===== src/include/h2f_settings.svh =====
// sizing constants for the host-to-card DMA stream
`ifndef H2F_SETTINGS_SVH
`define H2F_SETTINGS_SVH

// reorder slots, also the request window
`define H2F_SLOTS 8

// 64-bit beats per 512-byte block
`define H2F_BEATS 64

// block pointer width, byte address is pointer << 9
`define H2F_PTR_W 17

// output fifo depth in words, 32 and 128 work as well
`define H2F_FIFO_DEPTH 64

`endif


===== src/design/h2f_pkg.sv =====
// shared types for the host-to-card DMA stream
`default_nettype none

`include "h2f_settings.svh"

package h2f_pkg;

   // block pointer, 512 bytes per step
   typedef logic [`H2F_PTR_W-1:0] blk_ptr_t;

   // one pio register write
   typedef struct packed {
      logic        strobe; // single cycle, no back-pressure
      logic [3:0]  addr;   // register number
      logic [63:0] data;
   } pio_wr_t;

   // one outstanding read toward host memory
   typedef struct packed {
      logic [63:0] addr; // byte address, block aligned
      logic [7:0]  tag;  // slot number in low bits
   } rd_req_t;

   // one completion beat from the host
   typedef struct packed {
      logic        strobe; // single cycle
      logic [7:0]  tag;    // upper bits nonzero means another agent
      logic [5:0]  index;  // beat within the block
      logic [63:0] data;
   } cpl_beat_t;

endpackage

`default_nettype wire


===== src/design/h2f_ctrl_regs.sv =====
// pio register decode for stop and notify pointers plus interrupt strobes
`default_nettype none

`include "h2f_settings.svh"

module h2f_ctrl_regs import h2f_pkg::*; (
   input  wire logic     clock,
   input  wire logic     i_rst,
   input  wire pio_wr_t  i_pio,
   input  wire blk_ptr_t i_done_ptr, // completed block pointer
   input  wire logic     i_done_adv, // pointer just took a new value
   output blk_ptr_t      o_stop_ptr,
   output logic [1:0]    o_irq       // bit 0 notify, bit 1 stop
);

   localparam logic [3:0] REG_STOP   = 4'd6;
   localparam logic [3:0] REG_NOTIFY = 4'd7;

   blk_ptr_t notify_ptr;
   logic     hit_stop;
   logic     hit_notify;

   // only a fresh advance counts, so a parked pointer never retriggers
   assign hit_stop   = i_done_adv && (i_done_ptr == o_stop_ptr);
   assign hit_notify = i_done_adv && (i_done_ptr == notify_ptr);

   always_ff @(posedge clock) begin
      if (i_rst) begin
         o_stop_ptr <= '0;
         notify_ptr <= '0;
         o_irq      <= '0;
      end else begin
         if (i_pio.strobe && (i_pio.addr == REG_STOP)) begin
            o_stop_ptr <= i_pio.data[`H2F_PTR_W+8:9]; // byte address down to blocks
         end
         if (i_pio.strobe && (i_pio.addr == REG_NOTIFY)) begin
            notify_ptr <= i_pio.data[`H2F_PTR_W+8:9];
         end
         o_irq <= {hit_stop, hit_notify}; // one cycle strobes
      end
   end

endmodule

`default_nettype wire


===== config.mk =====
export PLATFORM = sky130hd
export DESIGN_NAME = h2f_ctrl_regs
export DESIGN_NICKNAME = d
export VERILOG_FILES = /design/src/design/h2f_pkg.sv /design/src/design/h2f_ctrl_regs.sv
export VERILOG_INCLUDE_DIRS = /design/src /design/src/include
export SDC_FILE = /design/constraint.sdc
export NUM_CORES = 1
export LEC_CHECK = 0
export BUFFER_PORTS_ARGS = -buffer_cell sky130_fd_sc_hd__buf_2
export CELL_PAD_IN_SITES_DETAIL_PLACEMENT = 0
export CELL_PAD_IN_SITES_GLOBAL_PLACEMENT = 1
export CORE_ASPECT_RATIO = 1.5
export CORE_MARGIN = 5
export CORE_UTILIZATION = 29
export CTS_CLUSTER_SIZE = 8
export DETAILED_ROUTE_END_ITERATION = 8
export PLACE_DENSITY = 0.78
export SLEW_MARGIN = 10
export SYNTH_ARGS = -nofsm -noshare
export SYNTH_HDL_FRONTEND = slang
export SYNTH_SLANG_ARGS = --single-unit

===== constraint.sdc =====
create_clock -name clock -period 1.4 [get_ports clock]
set_input_delay 0 -clock clock [delete_from_list [all_inputs] [get_ports clock]]
set_output_delay 0 -clock clock [all_outputs]
set_load 0.02 [all_outputs]

==> results.md <==
* Maximum number of pins on one net before global-route repair at 25
* Total power density per cell area at 890 nW/um^2
* Detailed Route WL at 4650 um
* Register-to-register path setup slack at 0.08 ns
* Arrival time reported for the critical path endpoint at 1.52 ns
* Standard-cell rows at 34
* Final count of hold timing violations at 0
* Number of antenna violations at the first check in global routing at 0
* Height of the die at 103 um
* Number of clock sinks at 36
* Filler Cells Inserted at 616
* Post-route antenna net violation count at 0
* Yosys top cell by area: sky130_fd_sc_hd__dfxtp_1
* Outcome: completed
* Cell at the root of the clock tree: sky130_fd_sc_hd__clkbuf_8
* Depth of the worst register-to-register path at 4
* Tightest Pin Transition at 0.458 ns
* Slew margin rel. at 0.694
* Time the final worst path needs with I/O delays and setup at 1.32 ns
* Number of buffers inserted during clock tree synthesis at 5
* Area fraction of the dominant cell type after synthesis at 0.430
* Final worst clock skew at 0.00644 ns
* Required arrival time at the worst endpoint at 1.60 ns
* Commonest non-fill, non-tap cells in the layout: sky130_fd_sc_hd__buf_2, sky130_fd_sc_hd__dfxtp_1, sky130_fd_sc_hd__xor2_1
* Worst setup slack after placement at 0.0365 ns
* Gpl congestion at 0.747
* Min-Delay Path Depth at 4
* Most common cell after layout, fill and taps aside: sky130_fd_sc_hd__buf_2
* Main combinational cell family by area after synthesis: XOR/XNOR gates
* Yosys synthesis warning count at 0
* First-pass iteration count of the detailed router at 4
* Post-route design area at 2330 sq um
* Clock latency reported for the late side of the worst-skew pair at 0.29 ns
* RSZ-0062 raised after global routing: no
* Wire per inst at 14.0 um
* Clock slew at the register clock pins of the worst setup and hold paths at 0.07 ns
* Netlist area before placement at 1680 sq um
* Fraction of synthesized cell area in xor and xnor cells at 0.177
* Number of buffers added on ports at 60
* Number of top-level pins at 108
* Setup Viol. Count Final at 0
* Remaining global-route overflow at 0
* Post-DP HPWL at 3550 um
* Reg2reg start: notify_ptr[8]
* Final WS setup at 0.0839 ns
* Hold Path Origin: i_done_ptr[16]
* Initial core utilization at 0.294
* Synthesized-area fraction occupied by ao, oa, aoi and oai cells at 0.0955
* Core occupancy in the finished layout at 0.409
* CTS tree: built
* Highest clock frequency the design can meet at 760 MHz
* Type of the worst min-delay path: input port to register
* Mean area per synthesized cell at 9.27 sq um
* Hold worst-path end: o_irq[1]
* DRC errors left at 0
* Area growth from synthesis to layout at 38.9%
* Post-synthesis share of cell area spent on and, or, nand and nor gates at 0.145
* Total via count after detailed routing at 1,487
* Mux share of post-synthesis cell area at 0.107
* Sum of negative setup slack at 0 ns
* Post-synthesis adder-cell area fraction at 0
* Endpoint of the most critical register-to-register path: o_irq[0]
* Die Footprint at 7440 sq um
* First-pass GRT wire length at 7390 um
* Max-cap violations at 0
* Unique cell type count in the Yosys netlist at 22
* Net total in the final layout at 349
* Static leakage at 0.00115 uW
* Core area at 5700 sq um
* GR Util All Layers at 0.131
* Number of global-route vias before repair at 1,524
* Placement-stage cell area at 2030 sq um
* Critical Path End Type: register
* Register bit total from synthesis at 36
* Die X-Extent at 72.1 um
* # diodes at 0
* Final max-slew violation count at 0
* Via-to-Cell Ratio at 4.47
* Leading post-synthesis cells by cell area: sky130_fd_sc_hd__dfxtp_1, sky130_fd_sc_hd__xor2_1, sky130_fd_sc_hd__mux2i_1
* Share of layout cells above drive strength 1 at 0.303
* Instance count of the mapped netlist at 181
* Detailed router's first-iteration violation count at 52
* H-tree levels at 2
* Maximum net fanout on the critical path at 2
* Crit start category: register
* Syn nets at 270
* Worst VDD drop at 377 uV
* Sequential element share of the synthesized area at 0.430
* Post-Route Hold Slack at 0.0673 ns
* Deepest clock path buffer count at 2
* Part of the cycle the worst path needs at 0.940
* Worst setup path category: register to register
[worst max-delay path by stage]
stage	startpoint	to	slack, ns	cells past startpoint
4_1_cts	notify_ptr[8]	o_irq[0]	0.005	4
6_report	notify_ptr[8]	o_irq[0]	0.08	4
3_5_place_dp	notify_ptr[8]	o_irq[0]	0.04	4
2_1_floorplan	o_stop_ptr[13]	o_irq[1]	0.19	4
3_3_place_gp	notify_ptr[12]	o_irq[0]	0.06	4
5_1_grt	o_stop_ptr[10]	o_irq[1]	0.005	4
[kinds of logic (layout without fill, tap and decap cells)]
family	Yosys count	in the layout
buf+inv	11	91
compound gates	32	32
simple gates	50	50
xor+xnor	34	34
flops	36	36
mux	18	18
[sequential cells by signal, indices dropped and copies added, names as in the netlist]
| name | flops |
|---|---|
| notify_ptr | 17 |
| o_stop_ptr | 17 |
| o_irq | 2 |
[layout make-up]
cell class              count  area (sq um)  share of cell area
flip-flops and latches     36           721               0.309
clock inverters             2          10.0             0.00430
inverters                   1          3.75             0.00161
well taps                  72          90.1              0.0387
repair buffers             82           510               0.219
multi-input cells         134           912               0.392
clock buffers               6          82.6              0.0354
[synthesized netlist by cell type]
cell / n
sky130_fd_sc_hd__nand3_1: 2
sky130_fd_sc_hd__clkbuf_1: 4
sky130_fd_sc_hd__dfxtp_1: 36
sky130_fd_sc_hd__nor2_1: 18
sky130_fd_sc_hd__nor2_2: 1
sky130_fd_sc_hd__o21ai_0: 16
sky130_fd_sc_hd__inv_1: 1
sky130_fd_sc_hd__nand2b_1: 1
sky130_fd_sc_hd__nand2_1: 16
sky130_fd_sc_hd__nor4_1: 8
sky130_fd_sc_hd__buf_6: 1
sky130_fd_sc_hd__or2_1: 1
sky130_fd_sc_hd__xor2_1: 26
sky130_fd_sc_hd__mux2i_1: 18
sky130_fd_sc_hd__buf_4: 1
sky130_fd_sc_hd__nand4b_4: 1
sky130_fd_sc_hd__buf_12: 1
sky130_fd_sc_hd__dlygate4sd1_1: 1
sky130_fd_sc_hd__buf_2: 2
sky130_fd_sc_hd__xnor2_1: 8
sky130_fd_sc_hd__nand4_1: 2
sky130_fd_sc_hd__a21oi_1: 16
[per-stage QoR]
| stage | power, uW | std cells |
|---|---|---|
| 6_report | 2070 | 333 |
| 5_1_grt | 2160 | 333 |
| 4_1_cts | 2090 | 333 |
| 3_5_place_dp | 1290 | 307 |
| 3_3_place_gp | 1290 | 307 |
| 2_1_floorplan | 1180 | 181 |
[metal layers]
| metal | vias up | part of all wire | global-route usage |
|---|---|---|---|
| li1 | 769 | - | - |
| met1 | 674 | 0.39 | 0.135 |
| met2 | 39 | 0.53 | 0.241 |
| met3 | 5 | 0.060 | 0.0351 |
| met4 | 0 | 0.020 | 0.0608 |
| met5 | - | 0 | 0 |
[power by group]
part / leakage [uW] / switching (uW) / total, uW / internal (uW)
combinational: 0.000804 / 134 / 264 / 130
clock: 0.0000510 / 371 / 764 / 392
sequential: 0.000291 / 9.23 / 1050 / 1040
total: 0.00115 / 514 / 2070 / 1560
[critical path: stages (launching register included)]
cell,delay (ns)
sky130_fd_sc_hd__dfxtp_1,0.32
sky130_fd_sc_hd__xor2_1,0.17
sky130_fd_sc_hd__nor4_2,0.31
sky130_fd_sc_hd__nand3_1,0.15
sky130_fd_sc_hd__nor4_2,0.28
[what timing repair did]
item | CTS | global route
buffers inserted | 0 | 0
hold endpoints to repair | 35 | 0
endpoints found under the setup margin | 0 | 2
hold buffers | 18 | 0
resized for setup | 0 | 5
(Power assumes the default switching activity.)
