**src/include/h2f_settings.svh**
```systemverilog
// sizing constants for the host-to-card DMA stream
`ifndef H2F_SETTINGS_SVH
`define H2F_SETTINGS_SVH

// reorder slots, also the request window
`define H2F_SLOTS 8

// 64-bit beats per 512-byte block
`define H2F_BEATS 64

// block pointer width, byte address is pointer << 9
`define H2F_PTR_W 17

// output fifo depth in words, 32 and 128 work as well
`define H2F_FIFO_DEPTH 64

`endif

```
**src/design/h2f_pkg.sv**
```systemverilog
// shared types for the host-to-card DMA stream
`default_nettype none

`include "h2f_settings.svh"

package h2f_pkg;

   // block pointer, 512 bytes per step
   typedef logic [`H2F_PTR_W-1:0] blk_ptr_t;

   // one pio register write
   typedef struct packed {
      logic        strobe; // single cycle, no back-pressure
      logic [3:0]  addr;   // register number
      logic [63:0] data;
   } pio_wr_t;

   // one outstanding read toward host memory
   typedef struct packed {
      logic [63:0] addr; // byte address, block aligned
      logic [7:0]  tag;  // slot number in low bits
   } rd_req_t;

   // one completion beat from the host
   typedef struct packed {
      logic        strobe; // single cycle
      logic [7:0]  tag;    // upper bits nonzero means another agent
      logic [5:0]  index;  // beat within the block
      logic [63:0] data;
   } cpl_beat_t;

endpackage

`default_nettype wire

```
**src/design/h2f_drain.sv**
```systemverilog
// drain that reads completed blocks from the reorder RAM into the output FIFO
`default_nettype none

`include "h2f_settings.svh"

module h2f_drain import h2f_pkg::*; (
   input  wire logic        clock,
   input  wire logic        i_rst,
   input  wire blk_ptr_t    i_done_ptr,
   input  wire logic [63:0] i_rd_data,
   input  wire logic        i_fifo_credit, // room for one more word
   output logic      [8:0]  o_rd_addr,
   output blk_ptr_t         o_rel_ptr,     // block currently draining
   output logic             o_wr_strobe,
   output logic      [63:0] o_wr_data,
   output logic      [1:0]  o_inflight     // reads not yet written
);

   localparam int SLOT_W = $clog2(`H2F_SLOTS);
   localparam int BEAT_W = $clog2(`H2F_BEATS);

   logic [`H2F_PTR_W+BEAT_W-1:0] rd_ptr; // word level read pointer
   logic go;
   logic ram_valid; // RAM output holds a word this cycle

   assign o_rel_ptr  = rd_ptr[`H2F_PTR_W+BEAT_W-1:BEAT_W];
   assign o_rd_addr  = rd_ptr[SLOT_W+BEAT_W-1:0]; // {slot, beat}
   assign go         = (o_rel_ptr != i_done_ptr) && i_fifo_credit;
   assign o_inflight = {1'b0, ram_valid} + {1'b0, o_wr_strobe};

   always_ff @(posedge clock) begin
      if (i_rst) begin
         rd_ptr      <= '0;
         ram_valid   <= 1'b0;
         o_wr_strobe <= 1'b0;
      end else begin
         rd_ptr      <= rd_ptr + (`H2F_PTR_W+BEAT_W)'(go);
         ram_valid   <= go;        // RAM read stage
         o_wr_strobe <= ram_valid; // output register stage
      end
   end

   // second pipeline stage for the word itself
   always_ff @(posedge clock) begin
      if (ram_valid) begin
         o_wr_data <= i_rd_data;
      end
   end

endmodule

`default_nettype wire

```
**config.mk**
```make
export PLATFORM = sky130hd
export DESIGN_NAME = h2f_drain
export DESIGN_NICKNAME = d
export VERILOG_FILES = /design/src/design/h2f_pkg.sv /design/src/design/h2f_drain.sv
export VERILOG_INCLUDE_DIRS = /design/src /design/src/include
export SDC_FILE = /design/constraint.sdc
export NUM_CORES = 1
export LEC_CHECK = 0
export BUFFER_PORTS_ARGS = -buffer_cell sky130_fd_sc_hd__buf_2
export CORE_MARGIN = 2
export CORE_UTILIZATION = 25
export DETAILED_ROUTE_END_ITERATION = 6
export PLACE_DENSITY = 0.61
export SETUP_SLACK_MARGIN = 0.4
export SLEW_MARGIN = 10
export SYNTH_ARGS = -nofsm -noshare
export SYNTH_HDL_FRONTEND = slang
export SYNTH_SLANG_ARGS = --single-unit
```
**constraint.sdc**
```tcl
create_clock -name clock -period 2.5 [get_ports clock]
set_input_delay 0.125 -clock clock [delete_from_list [all_inputs] [get_ports clock]]
set_output_delay 0.125 -clock clock [all_outputs]
set_load 0.01 [all_outputs]
```
==> results by group, run 1 <==
Logic synthesis
  – Post-synthesis compound-gate area fraction: 3.656%
  – Adder-Cell Fraction of Synth Area: 1.142%
  – EDFF count, synth: 64
  – Post-Syn Area: 3286 um2
  – Async SR Flop Fraction: 0%
  – Top cells by area, synth: edfxtp_1, dfxtp_1, xnor2_1, xor2_1, o31ai_1
  – Synthesized instance count: 217
  – Ys Warns: 0
  – Yosys cell types: 33
  – Post-Synth XOR/XNOR Area: 7.464%
  – Syn Nets: 304
  – Post-synth top area share: 58.49%
  – Largest family of logic cells by synthesized area: simple AND/OR/NAND/NOR gates
  – Syn_area_per_cell: 15.14 um2
  – Simple-Gate Fraction of Synth Area: 11.20%
  – Mux contribution to synthesized area: 0.3427%
  – Flops & latches, synth: 89
  – Dominant cell type by area after synthesis: edfxtp_1
  – Part of the Yosys area used for sequential elements: 73.72%
  – Main synth FF type: edfxtp_1

Critical path
  – Critical Path Start Type: flip-flop
  – Slowest cell on crit path: or4_1
  – Critical path's top delay family: simple AND/OR/NAND/NOR gates
  – Worst Path Arrival: 2400 ps
  – Critical Path Sink Type: flip-flop
  – WP buf/inv: 0
  – Max incr delay on CP: 470 ps
  – Max Fanout on Critical Path: 6
  – Data required, critical path: 2770 ps
  – Crit Path Class: reg -> reg
  – Ordered cell list for the critical path: xnor2_2 -> nand4_1 -> nor4_4 -> a21boi_1 -> ha_2 -> nand3_4 -> or2_4 -> or4_1 -> a21oi_1

Timing
  – Hold Slack: 17.21 ps
  – Worst Skew: 7.944 ps
  – RSZ-0062 raised after global routing: true
  – Period utilization: 85.24%
  – Fin. max-slew vios: 0
  – Slew margin rel.: 65.34%
  – Final hold vios: 0
  – TNS Setup: 0 ps
  – Fmax achieved: 0.4693 GHz
  – Worst-Margin Slew: 519.9 ps
  – Post-layout min period: 2131 ps
  – Final setup fails: 0

CTS
  – Sink Count: 89
  – CTS Root Cell: clkbuf_16
  – CTS clk-pin slew, worst paths: 70 ps
  – H-tree depth: 3
  – TritonCTS buffer count: 9
  – Max Root-Sink Buffers: 2
  – Clk Latency, worst-skew pair: 340 ps
  – CTS tree: done

Route
  – First-pass iteration count of the detailed router: 4
  – Initial DRC Count: 170
  – DRC viols: 0
  – Routed WL per cell: 16.23 um
  – Post-route ant nets: 0
  – Vias per cell: 4.317
  – Post-Route WL: 10660 um
  – Vias: 2836

Die
  – Core Area: 12720 um2
  – Chip Height: 118.6 um
  – Initial Utilization: 25.83%
  – Die ar.: 14080 um2
  – Width of the chip: 118.6 um
  – Row Count: 41
  – # IOs: 177

Hold path
  – Worst Hold Class: in -> reg

GRT
  – Met1 usage: 17.12%
  – Total gr overflow: 0
  – GR peak layer: met2
  – First-pass GRT wire length: 15810 um
  – Vias in the first global route: 2809
  – Antenna violations before repair: 0
  – Total track usage: 14.99%
  – Largest net degree at the start of global routing: 40
  – Met2 usage: 25.32%
  – Met3 Usage GRT: 6.226%

Pwr
  – Peak supply drop: 0.0002711 V
  – Pleak: 2.301 nW
  – Pwr dens: 573.6 nW/um2

Cells and area
  – Layout Area Growth over Synthesis: 69.04%
  – Final-stage net count: 567
  – Commonest non-fill, non-tap cell in the layout: buf_2
  – Most frequent cells in the layout: buf_2, dlygate4sd3_1, edfxtp_1
  – Share of layout cells above drive strength 1: 50.10%
  – Antenna cell count: 0

Flow run
  – Max-cap check violation count: 0

Placed design
  – Post-detailed-placement half-perimeter wirelength: 6963 um
  – PortBufs: 176
  – Gp weighted congestion: 0.7734

Run status
  – Status: completed
==> worst paths after layout <==
kind	depth (start not counted)	to	startpoint	slack [ps]
worst max-delay path	9	rd_ptr[17]$_SDFF_PP0_	rd_ptr[6]$_SDFF_PP0_	370
worst min-delay path	3	ram_valid$_SDFF_PP0_	i_fifo_credit	20
worst max register to register	9	rd_ptr[17]$_SDFF_PP0_	rd_ptr[6]$_SDFF_PP0_	370
worst min register to register	2	rd_ptr[13]$_SDFF_PP0_	rd_ptr[13]$_SDFF_PP0_	550
==> state kept, by name (all words and copies together), names as in the netlist <==
signal,count
rd_ptr,23
o_wr_strobe,1
o_wr_data,64
ram_valid,1
==> power breakdown <==
part | switching, mW | internal [mW] | total (mW) | leakage, nW
clock | 0.564 | 0.677 | 1.24 | 0.129
combinational | 0.123 | 0.165 | 0.288 | 1.36
sequential | 0.0235 | 1.63 | 1.66 | 0.808
==> kinds of logic (layout without fill, tap and decap cells) <==
family | count (synthesis) | in the layout
mux | 1 | 1
flops | 89 | 89
buf+inv | 14 | 280
fa+ha+maj | 3 | 3
compound gates | 20 | 20
xor+xnor | 28 | 28
simple gates | 62 | 64
==> metal layers <==
layer  share of wire (%)  wire (um)
met4                 1.1        115
met1                  41       4329
met2                  50       5293
met5                   0          0
met3                 8.6        922
==> cells in the mapped netlist, drive strengths merged (3+ instances only) <==
cell / instances
edfxtp: 64
buf: 6
nor2: 12
clkbuf: 5
ha: 3
nand2: 6
nand4: 9
dfxtp: 25
xor2: 9
xnor2: 19
and4: 3
nand3: 9
nor4: 3
nor3: 4
a21oi: 10
o31ai: 7
inv: 3
nor2b: 4
or4: 7
==> layout make-up <==
class                           count  area (um2)
Clock buffer                       10       229.0
Clock inverter                      6       42.54
Fill cell                        1162        7168
Inverter                            3       11.26
Multi-Input combinational cell    116       920.9
Sequential cell                    89        2440
Tap cell                          172       215.2
Timing Repair Buffer              261        1695
==> through the flow <==
step	std cells	util, %	worst slack (ps)	total power [mW]	instance area [um2]
2_1_floorplan	217	-	373.1	1.755	3336
3_3_place_gp	568	35.01	255.6	1.888	4454
3_5_place_dp	568	35.01	185.9	1.889	4454
4_1_cts	654	42.94	380.2	3.217	5463
5_1_grt	657	43.66	259.1	3.319	5554
6_report	657	43.66	369.0	3.186	5554
==> repair_timing <==
item	CTS	global route
gates resized for setup	13	13
gates cloned	1	1
endpoints found under the hold margin	64	0
setup endpoints to repair	16	16
setup buffers	5	2
pin swaps	7	10
hold buffers	64	0
==> worst min-delay path, cell delays in order <==
cell and delay (ps):
buf_2 100, nand2b_1 60, a21oi_1 40
(Power assumes the default switching activity.)
==> run 2: changes to the inputs <==
- MAX_ROUTING_LAYER: not set -> met4
==> results by group, run 2 (synthesis results as in run 1) <==
Die
  – Width of the chip: 118.6 um
  – Row Count: 41
  – # IOs: 177
  – Die ar.: 14080 um2
  – Initial Utilization: 25.83%
  – Chip Height: 118.6 um
  – Core Area: 12720 um2

Route
  – Post-route ant nets: 0
  – Vias per cell: 4.309
  – Post-Route WL: 10620 um
  – Initial DRC Count: 175
  – DRC viols: 0
  – First-pass iteration count of the detailed router: 5
  – Routed WL per cell: 16.14 um
  – Vias: 2835

Placed design
  – Placement-stage worst setup slack: 185.9 ps
  – PortBufs: 176
  – Post-detailed-placement half-perimeter wirelength: 6963 um
  – Placed Area: 4454 um2
  – Gp weighted congestion: 0.7839

Cells and area
  – Commonest non-fill, non-tap cell in the layout: buf_2
  – Final-stage net count: 568
  – Antenna cell count: 0
  – Number of flip-flops in the largest register: 64
  – Top flop regs: o_wr_data (64), rd_ptr (23)
  – Layout Area Growth over Synthesis: 68.01%
  – Most flops, register: o_wr_data
  – Most frequent cells in the layout: buf_2, dlygate4sd3_1, edfxtp_1
  – Final instance area: 5520 um2
  – Share of layout cells above drive strength 1: 49.38%

Timing
  – Post-layout min period: 2127 ps
  – Final hold vios: 0
  – Hold Slack: 16.62 ps
  – Fin. max-slew vios: 0
  – RSZ-0062 raised after global routing: true
  – Period utilization: 85.08%
  – Worst-Margin Slew: 508.2 ps
  – Worst Skew: 9.303 ps
  – Slew margin rel.: 66.12%
  – TNS Setup: 0 ps
  – Fmax achieved: 0.4702 GHz
  – Final setup fails: 0
  – PnR worst setup slack: 373.0 ps

Pwr
  – Switching Share: 22.28%
  – Pleak: 2.279 nW
  – Peak supply drop: 0.0002706 V
  – Clock power share: 39.0%
  – Pwr dens: 576.6 nW/um2
  – Pwr Total: 3.183 mW
  – Psw: 0.7091 mW
  – Combinational Power Share: 9.0%
  – Int Pwr: 2.474 mW
  – Flop pwr share: 52.1%

GRT
  – First-pass GRT wire length: 15830 um
  – Antenna violations before repair: 0
  – Total track usage: 15.43%
  – Vias in the first global route: 2818
  – Total gr overflow: 0
  – Largest net degree at the start of global routing: 40

Critical path
  – Critical Path Sink Type: flip-flop
  – Max incr delay on CP: 470 ps
  – Max Fanout on Critical Path: 6
  – Data required, critical path: 2770 ps
  – Slowest cell on crit path: or4_1
  – Cell depth of the worst flop-to-flop path: 9
  – Crit Path Class: reg -> reg
  – Ordered cell list for the critical path: xnor2_1 -> nand4_1 -> nor4_4 -> a21boi_1 -> ha_2 -> nand3_4 -> or2_4 -> or4_1 -> a21oi_1
  – Worst Path Arrival: 2400 ps
  – Critical Path Start Type: flip-flop

CTS
  – TritonCTS buffer count: 9
  – CTS clk-pin slew, worst paths: 70 ps
  – H-tree depth: 3
  – Max Root-Sink Buffers: 2
  – Sink Count: 89
  – Clk Latency, worst-skew pair: 340 ps
  – CTS tree: done
  – CTS Root Cell: clkbuf_16

Flow run
  – Max-cap check violation count: 0

Hold path
  – Worst Hold Depth: 3
  – Worst Hold Class: in -> reg

Run status
  – Status: completed
run 2: cell types whose count changed in the layout (fill, tap and decap cells not counted), sizes merged:
cell  delta
buf      +1
run 2: repair_timing:
item / 4_1_cts / 5_1_grt
endpoints found under the hold margin: 64 / 0
setup endpoints to repair: 16 / 16
pin swaps: 7 / 7
buffers inserted: 5 / 3
resized for setup: 13 / 6
hold buffers: 64 / 0
gates cloned: 1 / 1
run 2: metal layers:
metal,vias up,global-route usage [%],wire length (um)
met5,-,-,0
met4,0,4.911,130
met2,143,25.29,5283
met3,8,5.743,870
li1,1341,-,-
met1,1343,17.49,4337
run 2: power groups by stage:
stage	sequential, mW	clock [mW]	combinational (mW)
after global placement	1.69	0	0.198
after detailed placement	1.69	0	0.197
after global routing	1.66	1.35	0.305
after floorplan	1.73	0	0.0298
final	1.66	1.24	0.285
after CTS	1.66	1.28	0.281
run 2: path summary, 6_finish.rpt:
kind,slack [ps],startpoint,end
setup / recovery,370,rd_ptr[17]$_SDFF_PP0_,rd_ptr[17]$_SDFF_PP0_
hold / removal,20,i_fifo_credit,ram_valid$_SDFF_PP0_
setup reg to reg,370,rd_ptr[17]$_SDFF_PP0_,rd_ptr[17]$_SDFF_PP0_
hold reg to reg,540,rd_ptr[13]$_SDFF_PP0_,rd_ptr[13]$_SDFF_PP0_
run 2: per-stage QoR:
step	instances	utilization, %
floorplan	217	-
global route	658	43.39
detailed placement	568	35.01
global placement	568	35.01
finish	658	43.39
CTS	654	42.94
run 2: cell type report:
cell class	count	area (um2)
fillers	1165	7202
clock buffers	10	229.0
well taps	172	215.2
repair buffers	262	1699
inverters	3	11.26
multi-input cells	116	880.8
flip-flops and latches	89	2442
clock inverters	6	42.54
run 2: worst max-delay path: cells and delay by family, from the launching register on:
| kind | cells | cell delay [ps] |
|---|---|---|
| DFF | 1 | 350 |
| and+or+nand+nor | 5 | 1060 |
| xor gates and xnor gates | 1 | 120 |
| AOI/OAI and AO/OA | 2 | 260 |
| adders and majority gates | 1 | 260 |
