--- src/include/h2f_settings.svh ---
// sizing constants for the host-to-card DMA stream
`ifndef H2F_SETTINGS_SVH
`define H2F_SETTINGS_SVH

// reorder slots, also the request window
`define H2F_SLOTS 8

// 64-bit beats per 512-byte block
`define H2F_BEATS 64

// block pointer width, byte address is pointer << 9
`define H2F_PTR_W 17

// output fifo depth in words, 32 and 128 work as well
`define H2F_FIFO_DEPTH 64

`endif

--- src/design/h2f_pkg.sv ---
// shared types for the host-to-card DMA stream
`default_nettype none

`include "h2f_settings.svh"

package h2f_pkg;

   // block pointer, 512 bytes per step
   typedef logic [`H2F_PTR_W-1:0] blk_ptr_t;

   // one pio register write
   typedef struct packed {
      logic        strobe; // single cycle, no back-pressure
      logic [3:0]  addr;   // register number
      logic [63:0] data;
   } pio_wr_t;

   // one outstanding read toward host memory
   typedef struct packed {
      logic [63:0] addr; // byte address, block aligned
      logic [7:0]  tag;  // slot number in low bits
   } rd_req_t;

   // one completion beat from the host
   typedef struct packed {
      logic        strobe; // single cycle
      logic [7:0]  tag;    // upper bits nonzero means another agent
      logic [5:0]  index;  // beat within the block
      logic [63:0] data;
   } cpl_beat_t;

endpackage

`default_nettype wire

--- src/design/h2f_req_issuer.sv ---
// read request issue with stop check and eight-slot window
`default_nettype none

`include "h2f_settings.svh"

module h2f_req_issuer import h2f_pkg::*; (
   input  wire logic     clock,
   input  wire logic     i_rst,
   input  wire blk_ptr_t i_stop_ptr,
   input  wire blk_ptr_t i_rel_ptr,  // oldest block not yet drained
   input  wire logic     i_rd_ready,
   output logic          o_rd_valid,
   output rd_req_t       o_rd_req
);

   localparam int SLOT_W = $clog2(`H2F_SLOTS);

   blk_ptr_t req_ptr;   // next block to request
   blk_ptr_t in_window; // requested but not yet released
   logic     can_issue;
   logic     accept;

   // wraps cleanly since both pointers share one width
   assign in_window = req_ptr - i_rel_ptr;
   assign can_issue = (req_ptr != i_stop_ptr) && (in_window < blk_ptr_t'(`H2F_SLOTS));
   assign accept    = o_rd_valid && i_rd_ready;

   always_ff @(posedge clock) begin
      if (i_rst) begin
         req_ptr    <= '0;
         o_rd_valid <= 1'b0;
      end else if (accept) begin
         req_ptr    <= req_ptr + 1'b1;
         o_rd_valid <= 1'b0; // re-evaluate window next cycle
      end else if (!o_rd_valid && can_issue) begin
         o_rd_valid <= 1'b1; // held until taken
      end
   end

   // request fields straight from the pointer, stable while valid
   always_comb begin
      o_rd_req      = '0;
      o_rd_req.addr = 64'({req_ptr, 9'd0});
      o_rd_req.tag  = 8'(req_ptr[SLOT_W-1:0]); // slot = block mod 8
   end

endmodule

`default_nettype wire

--- config.mk ---
export PLATFORM = sky130hd
export DESIGN_NAME = h2f_req_issuer
export DESIGN_NICKNAME = d
export VERILOG_FILES = /design/src/design/h2f_pkg.sv /design/src/design/h2f_req_issuer.sv
export VERILOG_INCLUDE_DIRS = /design/src /design/src/include
export SDC_FILE = /design/constraint.sdc
export NUM_CORES = 1
export LEC_CHECK = 0
export BUFFER_PORTS_ARGS = -buffer_cell sky130_fd_sc_hd__buf_2
export CORE_MARGIN = 1.5
export CORE_UTILIZATION = 25
export CTS_CLUSTER_SIZE = 24
export DETAILED_ROUTE_END_ITERATION = 10
export PLACE_DENSITY = 0.54
export SYNTH_ARGS = -nofsm -noshare
export SYNTH_HDL_FRONTEND = slang
export SYNTH_SLANG_ARGS = --single-unit
--- constraint.sdc ---
create_clock -name clock -period 4.8 [get_ports clock]
set_input_delay 0.24 -clock clock [delete_from_list [all_inputs] [get_ports clock]]
set_output_delay 0.24 -clock clock [all_outputs]
set_load 0.02 [all_outputs]
==> results.ini, run 1 <==
[timing]
hold_viol_final=0
rsz0062_at_grt=false
fin_crit_sh_pct=48.6
timing.fmax_mhz=429
setup_violations=0
timing.final.crit_period_ns=2.33
fin_skew_ns=0.00163
slew_viol_final=0
setup_tns_ns=0
whs_ns=0.297

[clocking]
cts_sinks=18
root_buffer=clkbuf_8
hold_buffers=0
clock_latency_ns=0.25
cts_buffers=3
cts_tree=built
post_cts_buffers=0
htree_levels=1
ctsResizeCount=0
clk_pin_slew_worst_paths_ns=0.07
cts_buffer_depth=2

[placed_design]
port-buffer-count=57
place.gp.congestion=0.804
dp_hpwl_um=4230

[global_routing]
grt_start_max_net_pins=20
grt_pass1_vias=1699
grt_overflow=0
track_usage_pct=10.3
antenna_found_initial=0
grt_pass1_wl_um=8090

[layout]
drive_gt1_share_pct=22.7
syn_to_final_growth_pct=9.80
final_core_util_pct=28.1
num_antenna_cells=0
final_nets=389

[drt]
vias_per_cell=4.22
wirelength_um=5140
wl_per_cell_um=11.6
vias=1871
firstDrtPassIters=4
ant_nets=0
initialDrtViolationCount=100
drc=0

[synthesis]
async_reset_ff_share_pct=0
syn_inst=285
synth_ff_type=dfxtp_1
ys_warn_count=0
synth-edff-count=0
synth_area_sq_um=2210
synth_area_leaders=buf_4 19%, dfxtp_1 16%, xor2_1 9.9%
yosys.cell_types.count=52
yosysTopAreaCell=buf_4
ys_ff_latch=18
yosysSeqAreaShare_pct=16.3
avgSynthCellArea_sq_um=7.75
synth_top_cell_area_share_pct=18.7

[pwr]
ir_drop_uv=160
powerDensity_nw_per_um2=155
p_switching_mw=0.124
p_leak_nw=1.25
netSwitchingFraction_pct=33.1
clkPwrFrac_pct=33.8
pwr-share-comb_pct=26.4
intPower_mw=0.251
pwr-share-seq_pct=39.8

[worst_hold_path]
holdCritStartpoint=i_rd_ready
hold_end=req_ptr[1]
min_path_cells=3
hold_class=in2reg

[setup_path]
r2r_slack_ns=2.47
path_cells=ha_1 -> and2_1 -> a32o_2 -> a311oi_4 -> o21ai_1 -> o41ai_2 -> o21ai_1
required_ns=4.94
r2r_cells=7
slowest_delay_ns=0.52
end_kind=register
rr_startpoint=req_ptr[5]
worstSetupPathType=reg2reg
critPathLaunchType=register
worstPathArrival_ns=2.48
crit_slowest_cell=dfxtp_1
startpoint=req_ptr[5]
crit_top_cell=o21ai_1
crit_fanout=8
r2r_end=o_rd_valid

[die]
num_rows=34
chipHeight_um=97.0
pin_count=110
core-area_sq_um=8640
die_w_um=97.0
dieArea_sq_um=9410
initial_core_util_pct=25.6

[status]
status=completed

[flow_run]
cap_violations=0

## sequential cells by signal (all words and copies together), names as in the netlist
name,flops
o_rd_valid,1
req_ptr,17
## worst max path at each step
| stage | endpoint | depth (start not counted) |
|---|---|---|
| after floorplan | o_rd_valid | 9 |
| after global placement | o_rd_valid | 8 |
| after detailed placement | o_rd_valid | 8 |
| after CTS | o_rd_valid | 8 |
| after global routing | o_rd_valid | 9 |
| final | o_rd_valid | 7 |
## stage by stage
stage	instances	total power, mW	area (sq um)	setup slack, ns
after floorplan	336	0.260	2400	2.52
after global placement	439	0.251	2370	2.50
after detailed placement	439	0.251	2370	2.48
after CTS	443	0.378	2430	2.47
after global routing	443	0.394	2430	2.23
final	443	0.375	2430	2.47
## cell usage in the layout (no fill, tap or decap), types with 2 or more instances in the layout
| master | instances |
|---|---|
| dfxtp_1 | 18 |
| nor4_1 | 4 |
| o21ai_2 | 2 |
| o21ai_0 | 7 |
| buf_2 | 57 |
| nor2_1 | 24 |
| xor2_1 | 25 |
| nand3_1 | 14 |
| mux2i_1 | 5 |
| a22oi_1 | 2 |
| o21ai_1 | 2 |
| ha_1 | 16 |
| nor2b_1 | 3 |
| or3_1 | 4 |
| conb_1 | 52 |
| a211oi_1 | 2 |
| inv_1 | 18 |
| and3_1 | 2 |
| a21oi_1 | 12 |
| nand2_1 | 18 |
| nor3_1 | 2 |
| and2_1 | 2 |
| nand4_1 | 4 |
| xnor2_1 | 9 |
| a21o_1 | 4 |
| clkbuf_8 | 4 |
## power by group through the flow
stage / logic (mW) / clock network [mW] / registers, mW
detailed placement: 0.0984 / 0 / 0.153
global placement: 0.0982 / 0 / 0.153
global route: 0.108 / 0.137 / 0.149
CTS: 0.0989 / 0.130 / 0.149
finish: 0.0992 / 0.127 / 0.149
floorplan: 0.107 / 0 / 0.153
## critical path: cells and delay by family, from the launching register on
| kind | cells | cell delay [ns] |
|---|---|---|
| AOI/OAI and AO/OA | 5 | 1.15 |
| and+or+nand+nor | 1 | 0.20 |
| DFF | 1 | 0.52 |
| adders and majority gates | 1 | 0.35 |
## cells by family after synthesis
group                    synth area share (%)
AND/OR/NAND/NOR                          18.1
flip-flops                               16.3
adder cells (fa/ha/maj)                  9.06
multiplexers                             2.27
XOR/XNOR                                 13.5
AO/OA/AOI/OAI                            17.2
buffers and inverters                    23.4
other                                   0.170
## synth_stat cells (all sizes together) (3+ instances only)
cell	n
or3	4
xor2	25
nor2b	4
o21ai	11
xnor2	9
dfxtp	18
and3	3
nand3	14
mux2i	5
nand2	18
inv	18
nor2	25
nand4	4
nor4	4
ha	16
a21o	5
buf	60
a21oi	13
## final cells by class
class | count | area [sq um]
Timing Repair Buffer | 57 | 285
Inverter | 18 | 67.6
Tap cell | 108 | 135
Clock buffer | 4 | 55.1
Sequential cell | 18 | 360
Multi-Input combinational cell | 238 | 1520
Fill cell | 971 | 6210
## layer usage
layer	part of all wire [%]	wire length [um]	GRT usage, %	vias up
met5	0	0	0	-
li1	-	-	-	963
met2	48	2450	18.3	75
met4	0.23	12	0.669	0
met1	47	2390	13.6	831
met3	5.5	281	1.95	2
Note: power is estimated with default switching activity, not from simulation.
==> run 2, diff against run 1 <==
==> constraint.sdc (replaced) <==
create_clock -name clock -period 2.3 [get_ports clock]
set_input_delay 0.115 -clock clock [delete_from_list [all_inputs] [get_ports clock]]
set_output_delay 0.115 -clock clock [all_outputs]
set_load 0.02 [all_outputs]
==> run 2 against run 1 <==
  * Hold slack worse by 0.12 ns
  * Clock power is 100% higher
  * Clock skew about the same
==> results.ini, run 2 (same netlist as run 1, synthesis figures left out) <==
[die]
die_w_um=97.0  ; unchanged
pin_count=110  ; unchanged
chipHeight_um=97.0  ; unchanged
dieArea_sq_um=9410  ; unchanged
initial_core_util_pct=25.6  ; unchanged
num_rows=34  ; unchanged
core-area_sq_um=8640  ; unchanged

[timing]
whs_ns=0.175  ; -0.122 ns
setup_tns_ns=0  ; unchanged
rsz0062_at_grt=false
timing.final.crit_period_ns=2.14  ; -0.191 ns
fin_crit_sh_pct=93.1  ; +45 points
fin_skew_ns=0.00164  ; +0.0000160 ns
hold_viol_final=0  ; unchanged
slew_viol_final=0  ; unchanged
timing.fmax_mhz=467  ; +8.9%
setup_violations=0  ; unchanged

[layout]
fin_area_sq_um=2590  ; +6.7%
final_nets=409  ; +5.1%
num_antenna_cells=0  ; unchanged
syn_to_final_growth_pct=17.2
drive_gt1_share_pct=27.9  ; +5.2 points
final_cell_mix=57 x buf_2, 52 x conb_1, 25 x xor2_1, 24 x nor2_1, 20 x buf_4
largest_register_ffs=17  ; unchanged
reg.largest.list=req_ptr (17), o_rd_valid (1)
final_common_cell=buf_2
largest-register=req_ptr

[clocking]
root_buffer=clkbuf_8
cts_buffers=3  ; unchanged
post_cts_buffers=0  ; unchanged
clock_latency_ns=0.25  ; about the same
clk_pin_slew_worst_paths_ns=0.07  ; about the same
cts_sinks=18  ; unchanged
hold_buffers=0  ; unchanged
htree_levels=1  ; unchanged
cts_buffer_depth=2  ; unchanged
cts_tree=built

[global_routing]
grt_pass1_vias=1670  ; -1.7%
track_usage_pct=10.5  ; +0.15 points
grt_overflow=0  ; unchanged
antenna_found_initial=0  ; unchanged
grt_pass1_wl_um=8140  ; +0.69%
grt_start_max_net_pins=19  ; -5.0%

[pwr]
power_mw=0.783  ; +110%
p_leak_nw=1.36  ; +8.7%
ir_drop_uv=326  ; +100%
powerDensity_nw_per_um2=302  ; +96%

[drt]
firstDrtPassIters=4  ; unchanged
initialDrtViolationCount=43  ; -57%
vias=1928  ; +3.0%
ant_nets=0  ; unchanged
wirelength_um=5220  ; +1.5%
vias_per_cell=4.16  ; -1.4%
drc=0  ; unchanged
wl_per_cell_um=11.3  ; -2.8%

[placed_design]
port-buffer-count=57  ; unchanged
post_dp_cell_area_sq_um=2520  ; +6.3%
place.gp.congestion=0.785  ; -2.4%
dp_hpwl_um=4400  ; +4.1%

[flow_run]
cap_violations=0  ; unchanged

[status]
status=completed

[setup_path]
worstPathArrival_ns=2.28  ; -0.20 ns
critPathLaunchType=register
required_ns=2.44  ; -2.50 ns
end_kind=register
crit_fanout=6  ; -2
worstSetupPathType=reg2reg

[worst_hold_path]
hold_class=in2reg

run 2: cell count changes in the layout (fill, tap and decap cells not counted):
cell	delta
a2111oi_1	-1
buf_4	+20
a2111oi_2	+2
dfxtp_2	+1
dfxtp_1	-1
a2111oi_0	-1
run 2: final timing paths:
| kind | slack (ns) | endpoint | depth (start not counted) | start |
|---|---|---|---|---|
| max | 0.16 | o_rd_valid | 8 | req_ptr[2] |
| min | 0.17 | req_ptr[1] | 3 | i_rd_ready |
| max reg2reg | 0.16 | o_rd_valid | 8 | req_ptr[2] |
| min reg2reg | 0.54 | req_ptr[8] | 2 | req_ptr[8] |
run 2: repair_timing:
action | in CTS | in global routing
hold endpoints to repair | 0 | 0
resized for setup | 0 | 4
endpoints found under the setup margin | 0 | 1
run 2: layout make-up:
| cell class | count | area [sq um] |
|---|---|---|
| fill | 972 | 6050 |
| inverter | 18 | 67.6 |
| clock buffer | 4 | 55.1 |
| sequential | 18 | 362 |
| multi-input combinational | 238 | 1530 |
| timing repair buffer | 77 | 435 |
| tap | 108 | 135 |
run 2: power breakdown:
group / internal (mW) / leakage (nW) / total (mW) / switching [mW]
Clock: 0.152 / 0.0288 / 0.258 / 0.106
Sequential: 0.311 / 0.145 / 0.311 / 0.00000220
Combinational: 0.0659 / 1.19 / 0.213 / 0.148
run 2: metrics by stage:
step                std cells  util [%]  worst slack, ns
floorplan                 336         -           0.0165
global placement          459      29.2            0.151
detailed placement        459      29.2            0.110
CTS                       463      29.8           0.0873
global route              463      30.0           0.0113
finish                    463      30.0            0.158
run 2: layer usage:
metal	wire [um]	vias to the layer above	part of all wire (%)	GRT usage, %
li1	-	1004	-	-
met1	2420	854	46	14.5
met2	2500	68	48	17.9
met3	280	2	5.4	1.81
met4	11	0	0.21	0.669
met5	0	-	0	0
run 2: worst max-delay path, cell delays in order, from the launching register on:
cell and delay (ns):
dfxtp_1 0.31, ha_1 0.30, a21oi_2 0.15, o21ai_2 0.09
a32o_2 0.34, a311oi_4 0.31, o21ai_1 0.17, o41ai_2 0.26
o21ai_1 0.11
==> run 3, diff against run 2 <==
==> constraint.sdc (replaced) <==
create_clock -name clock -period 2.3 [get_ports clock]
set_input_delay 0.345 -clock clock [delete_from_list [all_inputs] [get_ports clock]]
set_output_delay 0.345 -clock clock [all_outputs]
set_load 0.02 [all_outputs]
==> run 3 against run 2 <==
  * Critical path depth unchanged
  * Total power down 4.3%
  * Via count up 2.9%
  * Routed wire length up 2.1%
  * Global-route usage up 0.62 points
  * Design area up 0.24%
  * Highest routed layer unchanged
  * Die area unchanged
  * Hold slack better by 0.22 ns
==> results.ini, run 3 (same netlist as run 1, synthesis figures left out) <==
[placed_design]
place.gp.congestion=0.819  ; +4.3%
dp_hpwl_um=4500  ; +2.1%
port-buffer-count=57  ; unchanged

[drt]
wirelength_um=5330  ; +2.1%
wl_per_cell_um=11.4  ; +1.5%
vias=1983  ; +2.9%
initialDrtViolationCount=72  ; +67%
vias_per_cell=4.26  ; +2.2%
ant_nets=0  ; unchanged
drc=0  ; unchanged
firstDrtPassIters=4  ; unchanged

[setup_path]
slowest_delay_ns=0.35  ; about the same
crit_top_cell=o21ai_1
worstPathArrival_ns=2.27  ; about the same
required_ns=2.44  ; about the same
r2r_end=o_rd_valid
path_buf_inv=0  ; unchanged
worstSetupPathType=reg2reg
path_cells=ha_1 -> a21oi_2 -> o21ai_2 -> a32o_2 -> a311oi_4 -> o21ai_1 -> o41ai_2 -> o21ai_1
end_kind=register
crit_fanout=6  ; unchanged
critPathLaunchType=register
crit_slowest_cell=a311oi_4
cp_top_family=compound AO/OA/AOI/OAI gates
rr_startpoint=req_ptr[2]
r2r_cells=8  ; unchanged
r2r_slack_ns=0.18  ; +0.02 ns

[die]
pin_count=110  ; unchanged
core-area_sq_um=8640  ; unchanged
die_w_um=97.0  ; unchanged
initial_core_util_pct=25.6  ; unchanged
chipHeight_um=97.0  ; unchanged
dieArea_sq_um=9410  ; unchanged
num_rows=34  ; unchanged

[pwr]
p_leak_nw=1.37  ; +0.71%
intPower_mw=0.498  ; -6.0%
p_switching_mw=0.251  ; -0.84%
powerDensity_nw_per_um2=289  ; -4.6%
ir_drop_uv=215  ; -34%
pwr-share-seq_pct=41.6  ; +1.8 points
netSwitchingFraction_pct=33.5  ; +1.2 points
pwr-share-comb_pct=28.9  ; +1.6 points
clkPwrFrac_pct=29.5  ; -3.4 points

[timing]
setup_violations=0  ; unchanged
setup_tns_ns=0  ; unchanged
whs_ns=0.397  ; +0.223 ns
hold_viol_final=0  ; unchanged
timing.fmax_mhz=471  ; +0.92%
timing.final.crit_period_ns=2.12  ; -0.0194 ns
fin_crit_sh_pct=92.3  ; -0.85 points
slew_viol_final=0  ; unchanged
rsz0062_at_grt=false
fin_skew_ns=0.00237  ; +0.000725 ns

[clocking]
cts_tree=built
root_buffer=clkbuf_8
clock_latency_ns=0.25  ; about the same
post_cts_buffers=0  ; unchanged
cts_sinks=18  ; unchanged
cts_buffers=3  ; unchanged
ctsResizeCount=0  ; unchanged
clk_pin_slew_worst_paths_ns=0.07  ; about the same
cts_buffer_depth=2  ; unchanged
hold_buffers=0  ; unchanged
htree_levels=1  ; unchanged

[layout]
largest-register=req_ptr
final_common_cell=buf_2
reg.largest.list=req_ptr (17), o_rd_valid (1)
final_nets=413  ; +0.98%
num_antenna_cells=0  ; unchanged
fill_cells=981  ; +0.93%
final_cell_mix=57 x buf_2, 52 x conb_1, 25 x xor2_1, 24 x nor2_1, 24 x buf_4
syn_to_final_growth_pct=17.4
largest_register_ffs=17  ; unchanged
drive_gt1_share_pct=27.9  ; +0.046 points

[worst_hold_path]
holdCritStartpoint=i_rd_ready
hold_end=req_ptr[1]
min_path_cells=3  ; unchanged
hold_class=in2reg

[global_routing]
grt_start_max_net_pins=19  ; unchanged
grt_pass1_wl_um=8690  ; +6.8%
grt_pass1_vias=1826  ; +9.3%
grt_overflow=0  ; unchanged
antenna_found_initial=0  ; unchanged
track_usage_pct=11.1  ; +0.62 points

[flow_run]
cap_violations=0  ; unchanged

[status]
status=completed

-- run 3: changes by cell type in the layout (fill, tap and decap cells not counted), sizes merged --
| cell | change |
|---|---|
| clkbuf | -1 |
| buf | +4 |
-- run 3: metal layers --
layer  vias to the layer above  share of wire, %  GRT usage, %
met1                       907                47          15.1
met2                        66                48          19.1
li1                       1008                 -             -
met3                         2               5.0          1.95
met5                         -                 0             0
met4                         0              0.19          1.00
-- run 3: stage by stage --
stage	setup WS, ns	power [mW]	area, sq um	utilization (%)	cells
2_1_floorplan	0.0165	0.542	2400	-	336
3_3_place_gp	0.0345	0.532	2550	29.5	463
3_5_place_dp	0.0121	0.534	2550	29.5	463
4_1_cts	0.143	0.753	2590	30.0	466
5_1_grt	0.000784	0.790	2590	30.0	466
6_report	0.177	0.749	2590	30.0	466
-- run 3: worst max path at each step --
stage                     slack (ns)  cells after the start         end         start
final                           0.18                      8  o_rd_valid    req_ptr[2]
after global placement          0.03                     11  o_rd_valid  i_rel_ptr[2]
after floorplan                 0.02                      9  o_rd_valid    req_ptr[6]
after detailed placement        0.01                     11  o_rd_valid  i_rel_ptr[2]
after global routing          0.0008                      9  o_rd_valid    req_ptr[2]
after CTS                       0.14                      9  o_rd_valid    req_ptr[8]
-- run 3: power by group through the flow --
stage | combinational (mW) | sequential [mW] | clock, mW
after floorplan | 0.223 | 0.319 | 0
after global placement | 0.214 | 0.319 | 0
after detailed placement | 0.215 | 0.319 | 0
after CTS | 0.216 | 0.312 | 0.226
after global routing | 0.239 | 0.311 | 0.240
final | 0.217 | 0.312 | 0.221
-- run 3: tightest hold or removal path: stages --
cell     delay (ns)
buf_2          0.12
nand3_1        0.08
a21oi_1        0.06
-- run 3: final cells by class --
cell class	count	area (sq um)	area share, %
multi-input cells	238	1520	58.7
repair buffers	81	465	17.9
flip-flops and latches	18	362	13.9
well taps	108	135	5.21
inverters	18	67.6	2.60
clock buffers	3	41.3	1.59
